## src/source/iq_defs.svh

```systemverilog
/* Issue queue constants
   Queue sizing, datapath widths and execution unit codes */

`ifndef IQ_DEFS_SVH
`define IQ_DEFS_SVH

// Queue sizing, index width must cover the depth
`define IQ_DEPTH    8
`define IQ_IDX_LEN  3

// Datapath widths
`define XLEN        32
`define ILEN        32

// Execution unit codes
`define IQ_UNIT_LEN     2
`define IQ_UNIT_ALU     2'd0
`define IQ_UNIT_BRANCH  2'd1
`define IQ_UNIT_LSU     2'd2
`define IQ_UNIT_SYS     2'd3

`endif
```

## src/source/iq_pkg.sv

```systemverilog
/* Issue queue types
   Vector typedefs and the fetch and entry structs used across the design */

`default_nettype none

`include "iq_defs.svh"

package iq_pkg;

    // Queue index into the circular buffer
    typedef logic [`IQ_IDX_LEN-1:0] iq_idx_t;

    // Program counter and raw instruction word
    typedef logic [`XLEN-1:0] pc_t;
    typedef logic [`ILEN-1:0] instr_t;

    // Execution unit selector
    typedef logic [`IQ_UNIT_LEN-1:0] iq_unit_t;

    // Instruction as delivered by the fetch unit
    typedef struct packed {
        pc_t    pc;
        instr_t instr;
        // Fetch fault, e.g. access error on the instruction fetch
        logic   except;
    } fetch_instr_t;

    // One slot of the issue queue
    typedef struct packed {
        logic     valid;
        iq_unit_t unit;
        // Entry must raise an exception when it reaches execution
        logic     illegal;
        pc_t      pc;
        instr_t   instr;
    } iq_entry_t;

endpackage

`default_nettype wire

```

## src/source/issue_queue.sv

```systemverilog
/* Issue queue top level
   Predecoder in front of the circular buffer with its head and tail counters */

`default_nettype none

module issue_queue
    import iq_pkg::*;
(
    input  wire logic         clk_i,
    input  wire logic         rst_n_i,
    input  wire logic         flush_i,

    // From fetch unit
    input  wire logic         fetch_valid_i,
    input  wire fetch_instr_t fetch_instr_i,
    output logic              fetch_ready_o,

    // To execution pipeline
    input  wire logic         issue_ready_i,
    output logic              issue_valid_o,
    output iq_entry_t         issue_entry_o
);

    iq_entry_t new_entry;
    iq_idx_t   head_idx;
    iq_idx_t   tail_idx;
    logic      head_cnt_en;
    logic      tail_cnt_en;
    logic      head_cnt_clr;
    logic      tail_cnt_clr;

    // Classify the incoming instruction
    iq_predecoder u_predecoder (
        .fetch_instr_i (fetch_instr_i),
        .new_entry_o   (new_entry)
    );

    issue_queue_fifo u_fifo (
        .clk_i          (clk_i),
        .rst_n_i        (rst_n_i),
        .flush_i        (flush_i),
        .fetch_valid_i  (fetch_valid_i),
        .fetch_ready_o  (fetch_ready_o),
        .issue_ready_i  (issue_ready_i),
        .issue_valid_o  (issue_valid_o),
        .new_entry_i    (new_entry),
        .issued_entry_o (issue_entry_o),
        .head_idx_i     (head_idx),
        .tail_idx_i     (tail_idx),
        .head_cnt_en_o  (head_cnt_en),
        .tail_cnt_en_o  (tail_cnt_en),
        .head_cnt_clr_o (head_cnt_clr),
        .tail_cnt_clr_o (tail_cnt_clr)
    );

    // Read pointer
    iq_idx_counter u_head_cnt (
        .clk_i     (clk_i),
        .rst_n_i   (rst_n_i),
        .cnt_en_i  (head_cnt_en),
        .cnt_clr_i (head_cnt_clr),
        .cnt_o     (head_idx)
    );

    // Write pointer
    iq_idx_counter u_tail_cnt (
        .clk_i     (clk_i),
        .rst_n_i   (rst_n_i),
        .cnt_en_i  (tail_cnt_en),
        .cnt_clr_i (tail_cnt_clr),
        .cnt_o     (tail_idx)
    );

endmodule

`default_nettype wire

```

## src/source/issue_queue_fifo.sv

```systemverilog
/* Issue queue buffer control
   Circular entry storage with ready/valid on both sides and head/tail counter control */

`default_nettype none

`include "iq_defs.svh"

module issue_queue_fifo
    import iq_pkg::*;
(
    input  wire logic      clk_i,
    input  wire logic      rst_n_i,
    input  wire logic      flush_i,

    // Fetch side handshake
    input  wire logic      fetch_valid_i,
    output logic           fetch_ready_o,

    // Execution pipeline handshake
    input  wire logic      issue_ready_i,
    output logic           issue_valid_o,

    // Predecoded entry to write at the tail
    input  wire iq_entry_t new_entry_i,

    // Entry currently at the head
    output iq_entry_t      issued_entry_o,

    // External index counters
    input  wire iq_idx_t   head_idx_i,
    input  wire iq_idx_t   tail_idx_i,
    output logic           head_cnt_en_o,
    output logic           tail_cnt_en_o,
    output logic           head_cnt_clr_o,
    output logic           tail_cnt_clr_o
);

    // Entry storage, the valid field of each slot is the occupancy flag
    iq_entry_t [`IQ_DEPTH-1:0] iq_mem;

    logic [`IQ_DEPTH-1:0] valid_vec;
    logic                 fifo_full;
    logic                 head_valid;
    logic                 fifo_push;
    logic                 fifo_pop;

    // Gather the valid bits so full is a plain reduction
    always_comb begin
        for (int i = 0; i < `IQ_DEPTH; i++) begin
            valid_vec[i] = iq_mem[i].valid;
        end
    end

    assign fifo_full  = &valid_vec;
    assign head_valid = iq_mem[head_idx_i].valid;

    // Head entry goes straight out, valid mirrors its occupancy
    assign issue_valid_o  = head_valid;
    assign issued_entry_o = iq_mem[head_idx_i];

    // Room if not full, or if the head leaves in this same cycle
    // No new entry is taken while a flush is dropping the contents
    assign fetch_ready_o = !flush_i && (!fifo_full || (head_valid && issue_ready_i));

    assign fifo_push = fetch_valid_i && fetch_ready_o;
    assign fifo_pop  = issue_valid_o && issue_ready_i;

    // Counter control
    // head follows pops, tail follows pushes, flush resets both
    assign head_cnt_en_o  = fifo_pop;
    assign tail_cnt_en_o  = fifo_push;
    assign head_cnt_clr_o = flush_i;
    assign tail_cnt_clr_o = flush_i;

    always_ff @(posedge clk_i or negedge rst_n_i) begin
        if (!rst_n_i) begin
            for (int i = 0; i < `IQ_DEPTH; i++) begin
                iq_mem[i] <= '0;
            end
        end else if (flush_i) begin
            // Dropping the valid bits empties the queue
            for (int i = 0; i < `IQ_DEPTH; i++) begin
                iq_mem[i].valid <= 1'b0;
            end
        end else begin
            if (fifo_pop) begin
                iq_mem[head_idx_i].valid <= 1'b0;
            end
            // When full, tail equals head, so the push overrides the pop
            if (fifo_push) begin
                iq_mem[tail_idx_i] <= new_entry_i;
            end
        end
    end

endmodule

`default_nettype wire

```

## src/source/iq_predecoder.sv

```systemverilog
/* Issue queue predecoder
   Maps the major opcode of a fetched instruction to an execution unit */

`default_nettype none

`include "iq_defs.svh"

module iq_predecoder
    import iq_pkg::*;
(
    input  wire fetch_instr_t fetch_instr_i,
    output iq_entry_t         new_entry_o
);

    // RV32 major opcodes, low two bits are always 11
    localparam logic [6:0] OPC_LOAD     = 7'b0000011;
    localparam logic [6:0] OPC_MISC_MEM = 7'b0001111;
    localparam logic [6:0] OPC_OP_IMM   = 7'b0010011;
    localparam logic [6:0] OPC_AUIPC    = 7'b0010111;
    localparam logic [6:0] OPC_STORE    = 7'b0100011;
    localparam logic [6:0] OPC_OP       = 7'b0110011;
    localparam logic [6:0] OPC_LUI      = 7'b0110111;
    localparam logic [6:0] OPC_BRANCH   = 7'b1100011;
    localparam logic [6:0] OPC_JALR     = 7'b1100111;
    localparam logic [6:0] OPC_JAL      = 7'b1101111;
    localparam logic [6:0] OPC_SYSTEM   = 7'b1110011;

    logic [6:0] opcode;
    iq_unit_t   unit;
    logic       known_opc;
    logic       bad_len;

    assign opcode = fetch_instr_i.instr[6:0];

    // Compressed or reserved encodings are not supported here
    assign bad_len = (opcode[1:0] != 2'b11);

    always_comb begin
        known_opc = 1'b1;
        unit      = `IQ_UNIT_SYS;
        case (opcode)
            OPC_OP, OPC_OP_IMM, OPC_LUI, OPC_AUIPC: begin
                unit = `IQ_UNIT_ALU;
            end
            OPC_BRANCH, OPC_JAL, OPC_JALR: begin
                unit = `IQ_UNIT_BRANCH;
            end
            OPC_LOAD, OPC_STORE: begin
                unit = `IQ_UNIT_LSU;
            end
            OPC_SYSTEM, OPC_MISC_MEM: begin
                unit = `IQ_UNIT_SYS;
            end
            default: begin
                known_opc = 1'b0;
            end
        endcase
    end

    always_comb begin
        new_entry_o.valid   = 1'b1;
        new_entry_o.pc      = fetch_instr_i.pc;
        new_entry_o.instr   = fetch_instr_i.instr;
        new_entry_o.illegal = !known_opc || bad_len || fetch_instr_i.except;
        // Anything that must trap goes to the system unit
        if (new_entry_o.illegal) begin
            new_entry_o.unit = `IQ_UNIT_SYS;
        end else begin
            new_entry_o.unit = unit;
        end
    end

endmodule

`default_nettype wire

```

## src/source/iq_idx_counter.sv

```systemverilog
/* Issue queue index counter
   Wraps modulo the queue depth, clear has priority over enable */

`default_nettype none

`include "iq_defs.svh"

module iq_idx_counter
    import iq_pkg::*;
(
    input  wire logic clk_i,
    input  wire logic rst_n_i,
    input  wire logic cnt_en_i,
    input  wire logic cnt_clr_i,
    output iq_idx_t   cnt_o
);

    iq_idx_t cnt_q;

    always_ff @(posedge clk_i or negedge rst_n_i) begin
        if (!rst_n_i) begin
            cnt_q <= '0;
        end else if (cnt_clr_i) begin
            // Flush brings the index back to the first slot
            cnt_q <= '0;
        end else if (cnt_en_i) begin
            // Wrap explicitly so any depth works, not just powers of two
            if (cnt_q == iq_idx_t'(`IQ_DEPTH - 1)) begin
                cnt_q <= '0;
            end else begin
                cnt_q <= cnt_q + iq_idx_t'(1);
            end
        end
    end

    assign cnt_o = cnt_q;

endmodule

`default_nettype wire

```

## config.mk

```make
export PLATFORM = sky130hd
export DESIGN_NAME = issue_queue
export DESIGN_NICKNAME = d
export VERILOG_FILES = /design/src/source/iq_pkg.sv /design/src/source/issue_queue.sv /design/src/source/issue_queue_fifo.sv /design/src/source/iq_predecoder.sv /design/src/source/iq_idx_counter.sv
export VERILOG_INCLUDE_DIRS = /design/src /design/src/source
export SDC_FILE = /design/constraint.sdc
export NUM_CORES = 1
export LEC_CHECK = 0
export BUFFER_PORTS_ARGS = -buffer_cell sky130_fd_sc_hd__clkbuf_2
export CORE_MARGIN = 2
export CORE_UTILIZATION = 50
export CTS_BUF_LIST = sky130_fd_sc_hd__clkbuf_8
export CTS_CLUSTER_SIZE = 8
export DETAILED_ROUTE_END_ITERATION = 7
export GPL_ROUTABILITY_DRIVEN = 0
export PLACE_DENSITY_LB_ADDON = 0.15
export SYNTH_ARGS = -nofsm -noshare
export SYNTH_HDL_FRONTEND = slang
export SYNTH_SLANG_ARGS = --single-unit
```

## constraint.sdc

```tcl
create_clock -name clk_i -period 1.9 [get_ports clk_i]
set_clock_uncertainty 0.1 [all_clocks]
set_input_delay 0.19 -clock clk_i [delete_from_list [all_inputs] [get_ports clk_i]]
set_output_delay 0.19 -clock clk_i [all_outputs]
set_load 0.02 [all_outputs]
```

==> impl_metrics.toml, run 1 <==
[grt]
grt_pass1_vias = 19000
grt_pass1_wl_microns = 120000
grtUsageTotal_pct = 30.5
antenna_found_initial = 1
grt_max_degree = 97
overflow = 0

[setup_path]
cp_common_cell = "buf_6"
crit_slowest_cell = "dfrtp_4"
crit_type = "reg -> out"
cpPeakStageDelay_ps = 520
worstPathMaxFanout = 11
worstPathRequired_ps = 1610
startpoint_type = "register"
path_cells = "buf_12 -> buf_16 -> buf_4 -> nor2b_4 -> buf_6 -> buf_6 -> a22oi_2 -> o221ai_2 -> clkbuf_8"
cp-end-kind = "output pin"
critPathArrivalTime_ps = 2640

[job]
drv_cap = 0

[synth]
yosys.area.top_type = "dfrtp_1"
ys_seq_area_share_pct = 54.6
syn-num-nets = 1865
syn-mean-instance-area_sq_um = 14.1
yosys_warnings = 0
synth_top_cell_area_share_pct = 54.6
synth-async-reset-ratio_pct = 100
ys_ff_latch = 550
synth_cells = 1792
syn_area_sq_um = 25200
synthTopCellsByArea = "dfrtp_1 (55%), mux2_2 (19%), mux2_4 (7.5%), a221oi_1 (2.6%), mux2i_1 (1.7%)"
ys_types = 54
synthFlopType = "dfrtp_1"
synth-edff-count = 0

[clock_network]
cts_tree = "done"
clock_path_buffers = 3
cts_made_buffers = 94
path_clk_slew_ps = 70
clock-sinks = 550
root_buffer = "clkbuf_8"
clk_latency_ps = 690
cts_htree_levels = 3

[floorplan]
rows = 82
start_util_pct = 50.4
boundaryPins = 140
core_area_sq_um = 50000
die_w_microns = 229
die_h_microns = 229
die_area_sq_um = 52200

[sta]
period_share_pct = 154
worst_pin_slew_ps = 530
drv_slew = 0
post-route-min-period_ps = 2930
fmax_mhz = 341
grt_setup_unrepaired = "yes"
setup_viol = 616
finalHoldViolations = 0
whs_ps = 106
maxSlewHeadroom_pct = 64.7
layout_setup_ws_ps = -1030

[status]
violations = "negative setup slack"
outcome = "complete, but fails checks"

[finish]
fillers = 3275
mostFrequentLayoutCell = "dfrtp_1"
post-route-util_pct = 70.7
multi_input_area_sq_um = 12300
drive_gt1_share_pct = 56.9
final_cell_mix = "dfrtp_1 (547), mux2_4 (329), mux2_2 (220), buf_4 (155), clkbuf_8 (136)"
final-seq-area_sq_um = 13800
nNetsFinal = 2382
antenna-diode-count = 0
area_growth_pct = 40.1
final_cells = 3041

[drt]
first_pass_iters = 6
vias_per_cell = 6.11
wl_per_cell_microns = 28.4
via_count = 18600
drt_wl_total_microns = 86300
ant_nets = 0
drt-initial-drc-count = 1633
drc = 0

[placement]
dp_cells = 2682
dpl.hpwl_microns = 48300
io_buffers = 139
place_ws_ps = -398

[power_and_ir_drop]
p_leak_nw = 17.0
finalPower_mw = 30.5
peakVddDrop_v = 0.000820
power-per-cell-area_nw_per_um2 = 863

[hold_path]
holdCritPathClass = "in -> async"
[cell families (layout without fill, tap and decap cells)]
logic type	count (synthesis)	in the layout	synth area share (%)
simple gates	154	155	2.93
flops	550	550	54.6
xor+xnor	2	2	0.0695
fa+ha+maj	3	3	0.149
buf+inv	150	725	3.98
mux	598	598	28.6
compound gates	335	336	9.61
[critical path, delay by kind of cell (launching register included)]
kind | cells | cell delay [ps]
AND/OR/NAND/NOR | 1 | 140
flip-flops | 1 | 520
buffers and inverters | 6 | 960
AO/OA/AOI/OAI | 2 | 320
[worst paths after layout]
path / end / startpoint / slack (ps) / cells after the start
worst max-delay path: issue_entry_o[24] / u_head_cnt.cnt_o[0]$_DFFE_PN0P_ / -1030 / 9
worst min-delay path: u_head_cnt.cnt_o[2]$_DFFE_PN0P_ / rst_n_i / 110 / 3
worst max register to register: u_fifo.iq_mem[12]$_DFFE_PN0P_ / u_fifo.iq_mem[475]$_DFF_PN0_ / -530 / 8
worst min register to register: u_fifo.iq_mem[134]$_DFFE_PN0P_ / u_fifo.iq_mem[134]$_DFFE_PN0P_ / 390 / 2
max in group asynchronous: u_fifo.iq_mem[420]$_DFFE_PN0P_ / rst_n_i / 1040 / 3
min in group clk_i: u_tail_cnt.cnt_o[2]$_DFFE_PN0P_ / issue_ready_i / 190 / 6
[layer usage]
metal	wire length [microns]	GRT usage [%]	vias up
met1	36200	40.8	9799
met5	13	0	-
met3	5340	5.61	243
met2	40800	49.2	775
li1	-	-	7760
met4	3930	12.5	2
[where the power goes]
part | switching [mW] | internal (mW) | total [mW]
Combinational | 2.78 | 3.53 | 6.31
Sequential | 0.967 | 13.3 | 14.2
Clock | 4.84 | 5.11 | 9.95
[per-stage QoR]
| stage | instance area, sq um | TNS [ps] |
|---|---|---|
| 2_1_floorplan | 25600 | -2060 |
| 3_3_place_gp | 28600 | -64220 |
| 3_5_place_dp | 28600 | -69130 |
| 4_1_cts | 33200 | -154080 |
| 5_1_grt | 35300 | -274950 |
| 6_report | 35300 | -259320 |
[synth_stat cells (2+ instances only)]
cell type / count
a22o_1: 22
nand3_1: 6
and2_1: 4
a21oi_1: 67
nor2b_1: 5
nand3b_1: 4
mux2_2: 423
a221o_1: 26
o221ai_1: 17
and3_4: 2
buf_12: 14
nor4bb_1: 2
o21a_1: 2
mux2_4: 126
mux4_2: 6
a22oi_1: 52
dfrtp_1: 550
and3_1: 4
mux2i_1: 43
nand2_1: 57
buf_6: 4
nand4_1: 3
nor2_1: 51
a222oi_1: 3
a211oi_1: 2
ha_1: 3
buf_4: 30
or3_1: 2
nand2b_1: 2
o31ai_1: 2
o21ai_0: 62
inv_1: 7
a221oi_1: 74
clkbuf_1: 36
buf_2: 56
nor3_2: 5
[sequential cells by signal, indices dropped and copies added (netlist names)]
name,cells
u_fifo.iq_mem,544
u_tail_cnt.cnt_o,3
u_head_cnt.cnt_o,3
[timing repair]
item                       in CTS  in global routing
gates cloned                   20                 25
hold endpoints to repair     1090                  0
pin swaps                      45                 47
setup endpoints to repair     586                611
setup buffers                  51                 47
gates resized for setup       307                349
hold buffers                   70                  0
[layout make-up]
cell class / count / area share [%]
sequential: 550 / 39.0
multi-input combinational: 1094 / 34.9
timing repair buffer: 560 / 18.9
clock buffer: 108 / 4.21
tap: 672 / 2.38
clock inverter: 48 / 0.542
inverter: 9 / 0.120
Power figures use the tool's default switching activity.
==> run 2: changes to the inputs <==
--- a/config.mk
+++ b/config.mk
@@ -14,6 +14,7 @@
 export DETAILED_ROUTE_END_ITERATION = 7
 export GPL_ROUTABILITY_DRIVEN = 0
 export PLACE_DENSITY_LB_ADDON = 0.15
+export RECOVER_POWER = 25
 export SYNTH_ARGS = -nofsm -noshare
 export SYNTH_HDL_FRONTEND = slang
 export SYNTH_SLANG_ARGS = --single-unit
==> constraint.sdc (replaced) <==
create_clock -name clk_i -period 3.2 [get_ports clk_i]
set_clock_uncertainty 0.1 [all_clocks]
set_input_delay 0.32 -clock clk_i [delete_from_list [all_inputs] [get_ports clk_i]]
set_output_delay 0.32 -clock clk_i [all_outputs]
set_load 0.02 [all_outputs]
==> run 2 against run 1 <==
The run ends with max-capacitance violations, max-slew violations, negative setup slack left; first-iteration DRC count is 23% lower; utilization is 11 points lower; worst setup slack better by 1000 ps; global-route usage down 2.9 points; die area unchanged; clock power fell by 33%; cell count is 7.9% lower; worst hold slack got worse by 55 ps; power down 42%; non-clock buffer count shrank 257; flip-flop and latch count unchanged; via count down 10%; critical path type unchanged; largest power group unchanged.
==> impl_metrics.toml, run 2 (same netlist as run 1, synthesis figures left out) <==
[setup_path]
critPathArrivalTime_ps = 2790
crit_buf_inv = 4
worstReg2RegStart = "u_head_cnt.cnt_o[1]$_DFFE_PN0P_"
path_cells = "clkinv_2 -> nor3_4 -> buf_12 -> a22o_1 -> a221oi_1 -> o21ai_1 -> buf_4 -> clkbuf_2"
crit_type = "reg -> out"
worstPathMaxFanout = 12
reg2regPathDepth = 6
critPathTopFamily = "buffers and inverters"
cp-end-kind = "output pin"
crit_slowest_cell = "dfrtp_4"
worstPathRequired_ps = 2780
reg2reg_to = "u_fifo.iq_mem[67]$_DFF_PN0_"
startpoint_type = "register"
cpPeakStageDelay_ps = 600
rrSetupSlack_ps = 790

[sta]
post-route-min-period_ps = 3210
drv_slew = 62
whs_ps = 51.6
setup_viol = 1
setup_tns_ps = -8.36
worst_pin_slew_ps = 1950
layout_setup_ws_ps = -8.36
fmax_mhz = 312
period_share_pct = 100
finalHoldViolations = 0
grt_setup_unrepaired = "yes"
maxSlewHeadroom_pct = -30.2

[placement]
io_buffers = 139
dpl.hpwl_microns = 42500

[clock_network]
path_clk_slew_ps = 60
clock-sinks = 550
cts_tree = "done"
clock_path_buffers = 3
cts_htree_levels = 3
root_buffer = "clkbuf_8"
clk_latency_ps = 680
cts_made_buffers = 95

[floorplan]
die_w_microns = 229
die_area_sq_um = 52200
core_area_sq_um = 50000
start_util_pct = 50.4
die_h_microns = 229
rows = 82
boundaryPins = 140

[status]
outcome = "complete, but fails checks"
violations = "max-capacitance violations, max-slew violations, negative setup slack"

[finish]
final_cell_mix = "dfrtp_1 (547), mux2_2 (423), clkbuf_2 (134), mux2_4 (126), clkbuf_8 (126)"
mostFrequentLayoutCell = "dfrtp_1"
top_register = "u_fifo.iq_mem"
largest_register_ffs = 544
drive_gt1_share_pct = 45.6
area_growth_pct = 17.8
nNetsFinal = 2124

[drt]
drc = 0
wl_per_cell_microns = 25.4
via_count = 16700
drt_wl_total_microns = 71300
drt-initial-drc-count = 1256
first_pass_iters = 5
ant_nets = 0
vias_per_cell = 5.95

[grt]
grtUsageTotal_pct = 27.6
overflow = 0
grt_pass1_vias = 17600
grt_max_degree = 90
grt_pass1_wl_microns = 110000
antenna_found_initial = 1

[power_and_ir_drop]
power-per-cell-area_nw_per_um2 = 598
peakVddDrop_v = 0.000408
p_leak_nw = 13.9

[hold_path]
hold_depth = 2
whs_endpoint = "u_fifo.iq_mem[414]$_DFFE_PN0P_"
holdCritPathClass = "in -> reg"
min-delay-start = "fetch_instr_i[7]"

[job]
drv_cap = 1
## run 2: changes by cell type in the layout (fill, tap and decap cells not counted), moves of 33 or more
cell / previous run / this run
mux2_2: 220 / 423
buf_6: 73 / 9
a221oi_1: 17 / 68
mux2_4: 329 / 126
a221oi_2: 49 / 6
buf_4: 155 / 60
clkbuf_2: 77 / 134
buf_12: 87 / 23
o21ai_0: 23 / 56
## run 2: cell type report
| type | count | area (sq um) |
|---|---|---|
| multi-input cells | 1092 | 10600 |
| flip-flops and latches | 550 | 13800 |
| diodes | 1 | 2.50 |
| fillers | 4016 | 20300 |
| inverters | 9 | 35.0 |
| clock buffers | 125 | 1720 |
| clock inverters | 50 | 289 |
| well taps | 672 | 841 |
| repair buffers | 303 | 2440 |
## run 2: how the worst max path moves through the flow
stage | from | endpoint | slack, ps | cells past startpoint
after global routing | u_head_cnt.cnt_o[0]$_DFFE_PN0P_ | issue_entry_o[8] | -90 | 8
after detailed placement | u_head_cnt.cnt_o[2]$_DFFE_PN0P_ | issue_entry_o[66] | 480 | 7
final | u_head_cnt.cnt_o[0]$_DFFE_PN0P_ | issue_entry_o[66] | -8 | 8
after global placement | u_head_cnt.cnt_o[2]$_DFFE_PN0P_ | issue_entry_o[66] | 480 | 7
after floorplan | u_head_cnt.cnt_o[0]$_DFFE_PN0P_ | issue_entry_o[32] | 860 | 7
after CTS | u_head_cnt.cnt_o[0]$_DFFE_PN0P_ | issue_entry_o[9] | -50 | 7
## run 2: worst register-to-register path, stage by stage, from the launching register on
cell and delay [ps]:
dfrtp_4 550, buf_12 230, or2_2 400, o2bb2ai_1 350
o31ai_4 160, o41ai_1 360, a21oi_1 120
## run 2: stage by stage
step                setup slack [ps]  util (%)  instances  power [mW]  cell area [sq um]
floorplan                        862         -       1792        10.1              25200
global placement                 480      53.7       2551        11.0              26800
detailed placement               477      53.7       2551        11.1              26800
CTS                            -49.4      59.3       2799        17.9              29700
global route                   -86.9      59.4       2802        18.5              29700
finish                         -8.36      59.4       2802        17.7              29700
## run 2: metal layers
layer  global-route usage, %  vias to the layer above  part of all wire, %
li1                        -                     7233                    -
met1                    37.8                     8826                   44
met2                    44.9                      488                   48
met3                    4.77                      121                  5.1
met4                    8.97                        0                  2.8
met5                       0                        -                    0
## run 2: report_power, final
group / internal [mW] / leakage [nW] / switching [mW]
combinational: 1.36 / 5.45 / 1.40
clock: 3.72 / 1.16 / 2.92
sequential: 7.87 / 7.27 / 0.469
## run 2: timing repair
item	4_1_cts	5_1_grt
pin swaps	2	1
buffers inserted	5	2
gates resized for setup	17	23
hold endpoints to repair	574	0
hold buffers	68	0
setup endpoints to repair	55	37
==> run 3: changes to the inputs <==
--- a/config.mk
+++ b/config.mk
@@ -17,4 +17,5 @@
 export RECOVER_POWER = 25
 export SYNTH_ARGS = -nofsm -noshare
 export SYNTH_HDL_FRONTEND = slang
+export SYNTH_HIERARCHICAL = 1
 export SYNTH_SLANG_ARGS = --single-unit
==> run 3 against run 2 <==
The run still ends with max-capacitance violations, max-slew violations, negative setup slack left; global-route usage fell by 2.1 points; non-clock buffer count shrank 4; register-to-register slack worse by 560 ps; cell count decreased by 0.86%; via count shrank 2.0%; utilization decreased by 0.28 points; clock power down 4.7%; flip-flop and latch count stayed put; worst hold slack better by 35 ps; critical path depth is 2 lower; combinational power shrank 12%; worst setup slack worse by 44 ps.
==> impl_metrics.toml, run 3 <==
[finish]
nNetsFinal = 2104
final_cells = 2778
final-seq-area_sq_um = 13800
multi_input_area_sq_um = 10800
mostFrequentLayoutCell = "dfrtp_1"
top_register = "u_fifo/iq_mem"
fillers = 4001
final_cell_mix = "dfrtp_1 (547), mux2_2 (501), clkbuf_2 (139), clkbuf_8 (123), nand2_1 (97)"
post-route-util_pct = 59.1
drive_gt1_share_pct = 45.5
largest_register_ffs = 544
area_growth_pct = 16.5

[synth]
yosys.area.top_type = "dfrtp_1"
synthTopCellsByCount = "dfrtp_1 (550), mux2_2 (501), nand2_1 (99)"
synth-async-reset-ratio_pct = 100
synthTopCellsByArea = "dfrtp_1 (54%), mux2_2 (22%), mux4_2 (4.1%), mux2_1 (3.9%), a221oi_1 (2.6%)"
ys_types = 62
synthFlopType = "dfrtp_1"
synth_compound_area_share_pct = 7.09
synth_cells = 1827
syn-num-nets = 1901
syn_area_sq_um = 25600
synthAdderAreaFrac_pct = 0.196
ys_seq_area_share_pct = 53.8
synth-xor-area-share_pct = 0
synth.area.mux_share_pct = 31.0
synth_top_family_by_area = "multiplexers"
synth_top_cell_area_share_pct = 53.8
yosysMostFrequentCell = "dfrtp_1"
synth-edff-count = 0
syn-mean-instance-area_sq_um = 14.0
ys_ff_latch = 550
synthSimpleGateAreaFrac_pct = 3.33
yosys_warnings = 6

[sta]
setup_viol = 1
grt_setup_unrepaired = "yes"
layout_setup_ws_ps = -52.0
drv_slew = 61
setup_tns_ps = -52.0
maxSlewHeadroom_pct = -18.7
post-route-min-period_ps = 3250
fmax_mhz = 308
whs_ps = 86.7
worst_pin_slew_ps = 1780
period_share_pct = 102
finalHoldViolations = 0

[placement]
dp_cells = 2525
dpl.hpwl_microns = 39700
io_buffers = 139

[clock_network]
clk_latency_ps = 680
path_clk_slew_ps = 60
clock-sinks = 550
root_buffer = "clkbuf_8"
cts_made_buffers = 95
cts_htree_levels = 3
clock_path_buffers = 3
cts_tree = "done"

[drt]
wl_per_cell_microns = 23.8
first_pass_iters = 5
ant_nets = 0
drt-initial-drc-count = 1104
vias_per_cell = 5.88
via_count = 16300
drc = 0
drt_wl_total_microns = 66200

[setup_path]
cp-end-kind = "output pin"
critPathArrivalTime_ps = 2830
worstPathRequired_ps = 2780
startpoint_type = "register"
crit_type = "reg -> out"
worstPathMaxFanout = 11

[grt]
grt_pass1_wl_microns = 104000
antenna_found_initial = 1
grt_pass1_vias = 17400
overflow = 0
grt_max_degree = 83
grtUsageTotal_pct = 25.5

[floorplan]
boundaryPins = 140
die_w_microns = 230
rows = 82
core_area_sq_um = 50400
start_util_pct = 50.8
die_h_microns = 230
die_area_sq_um = 53000

[power_and_ir_drop]
switching_share_pct = 26.7
pwr-share-clk_pct = 37.7
seq_power_share_pct = 47.8
peakVddDrop_v = 0.000407
power-per-cell-area_nw_per_um2 = 564
combPwrFrac_pct = 14.6
internal_power_mw = 12.3
p_leak_nw = 14.1
p_switching_mw = 4.49

[status]
outcome = "complete, but fails checks"
violations = "max-capacitance violations, max-slew violations, negative setup slack"

[job]
drv_cap = 1

[hold_path]
holdCritPathClass = "in -> reg"
## run 3: cells by family (layout without fill, tap and decap cells)
family | Yosys count | after routing
other cells | 1 | 3
mux | 660 | 660
buf+inv | 198 | 475
flops | 550 | 550
fa+ha+maj | 4 | 4
compound gates | 234 | 234
simple gates | 180 | 180
## run 3: final cells by class
type / count / area share (%)
tap: 672 / 2.82
timing repair buffer: 299 / 8.22
inverter: 5 / 0.0924
clock inverter: 48 / 0.731
multi-input combinational: 1079 / 36.2
sequential: 550 / 46.2
clock buffer: 123 / 5.68
antenna: 2 / 0.0168
## run 3: worst paths after layout
path | depth (start not counted) | from | slack, ps | end
setup reg to reg | 7 | u_head_cnt/cnt_o[0]$_DFFE_PN0P_ | 230 | u_fifo/iq_mem[160]$_DFFE_PN0P_
min in group asynchronous | 2 | rst_n_i | 560 | u_fifo/iq_mem[96]$_DFFE_PN0P_
hold / removal | 4 | fetch_valid_i | 90 | u_tail_cnt/cnt_o[1]$_DFFE_PN0P_
max in group asynchronous | 3 | rst_n_i | 510 | u_fifo/iq_mem[34]$_DFFE_PN0P_
hold reg to reg | 1 | u_fifo/iq_mem[14]$_DFFE_PN0P_ | 380 | u_fifo/iq_mem[14]$_DFFE_PN0P_
setup / recovery | 6 | u_head_cnt/cnt_o[2]$_DFFE_PN0P_ | -50 | issue_entry_o[12]
## run 3: stage by stage
stage	setup WS, ps	power (mW)	instance area [sq um]
2_1_floorplan	557	9.69	25600
3_3_place_gp	419	10.4	27000
3_5_place_dp	355	10.5	27000
4_1_cts	1.26	17.0	29700
5_1_grt	-28.3	17.6	29800
6_report	-52.0	16.8	29800
## run 3: worst max-delay path, stage by stage, from the launching register on
cell and delay [ps]:
dfrtp_4 570, buf_12 170, nor2_2 340, buf_12 220, a22oi_1 100, o21ai_0 470, clkbuf_2 270
## run 3: what timing repair did
action                     4_1_cts  5_1_grt
pin swaps                        4        1
setup endpoints to repair       52       19
hold endpoints to repair       780        0
setup buffers                    8        5
hold buffers                    66        0
gates resized for setup         26       11
gates cloned                     0        1
## run 3: power by group through the flow
| stage | Sequential (mW) | Clock [mW] | Combinational (mW) |
|---|---|---|---|
| after floorplan | 8.02 | 0 | 1.67 |
| after global placement | 8.09 | 0 | 2.32 |
| after detailed placement | 8.14 | 0 | 2.38 |
| after CTS | 8.02 | 6.49 | 2.47 |
| after global routing | 8.11 | 6.81 | 2.65 |
| final | 8.02 | 6.33 | 2.45 |
## run 3: per-layer routing
| metal | global-route usage, % | up-vias | wire length [microns] |
|---|---|---|---|
| met1 | 34.9 | 8638 | 29600 |
| li1 | - | 7174 | - |
| met3 | 4.59 | 105 | 3250 |
| met4 | 7.36 | 0 | 1410 |
| met5 | 0 | - | 0 |
| met2 | 41.9 | 410 | 31900 |
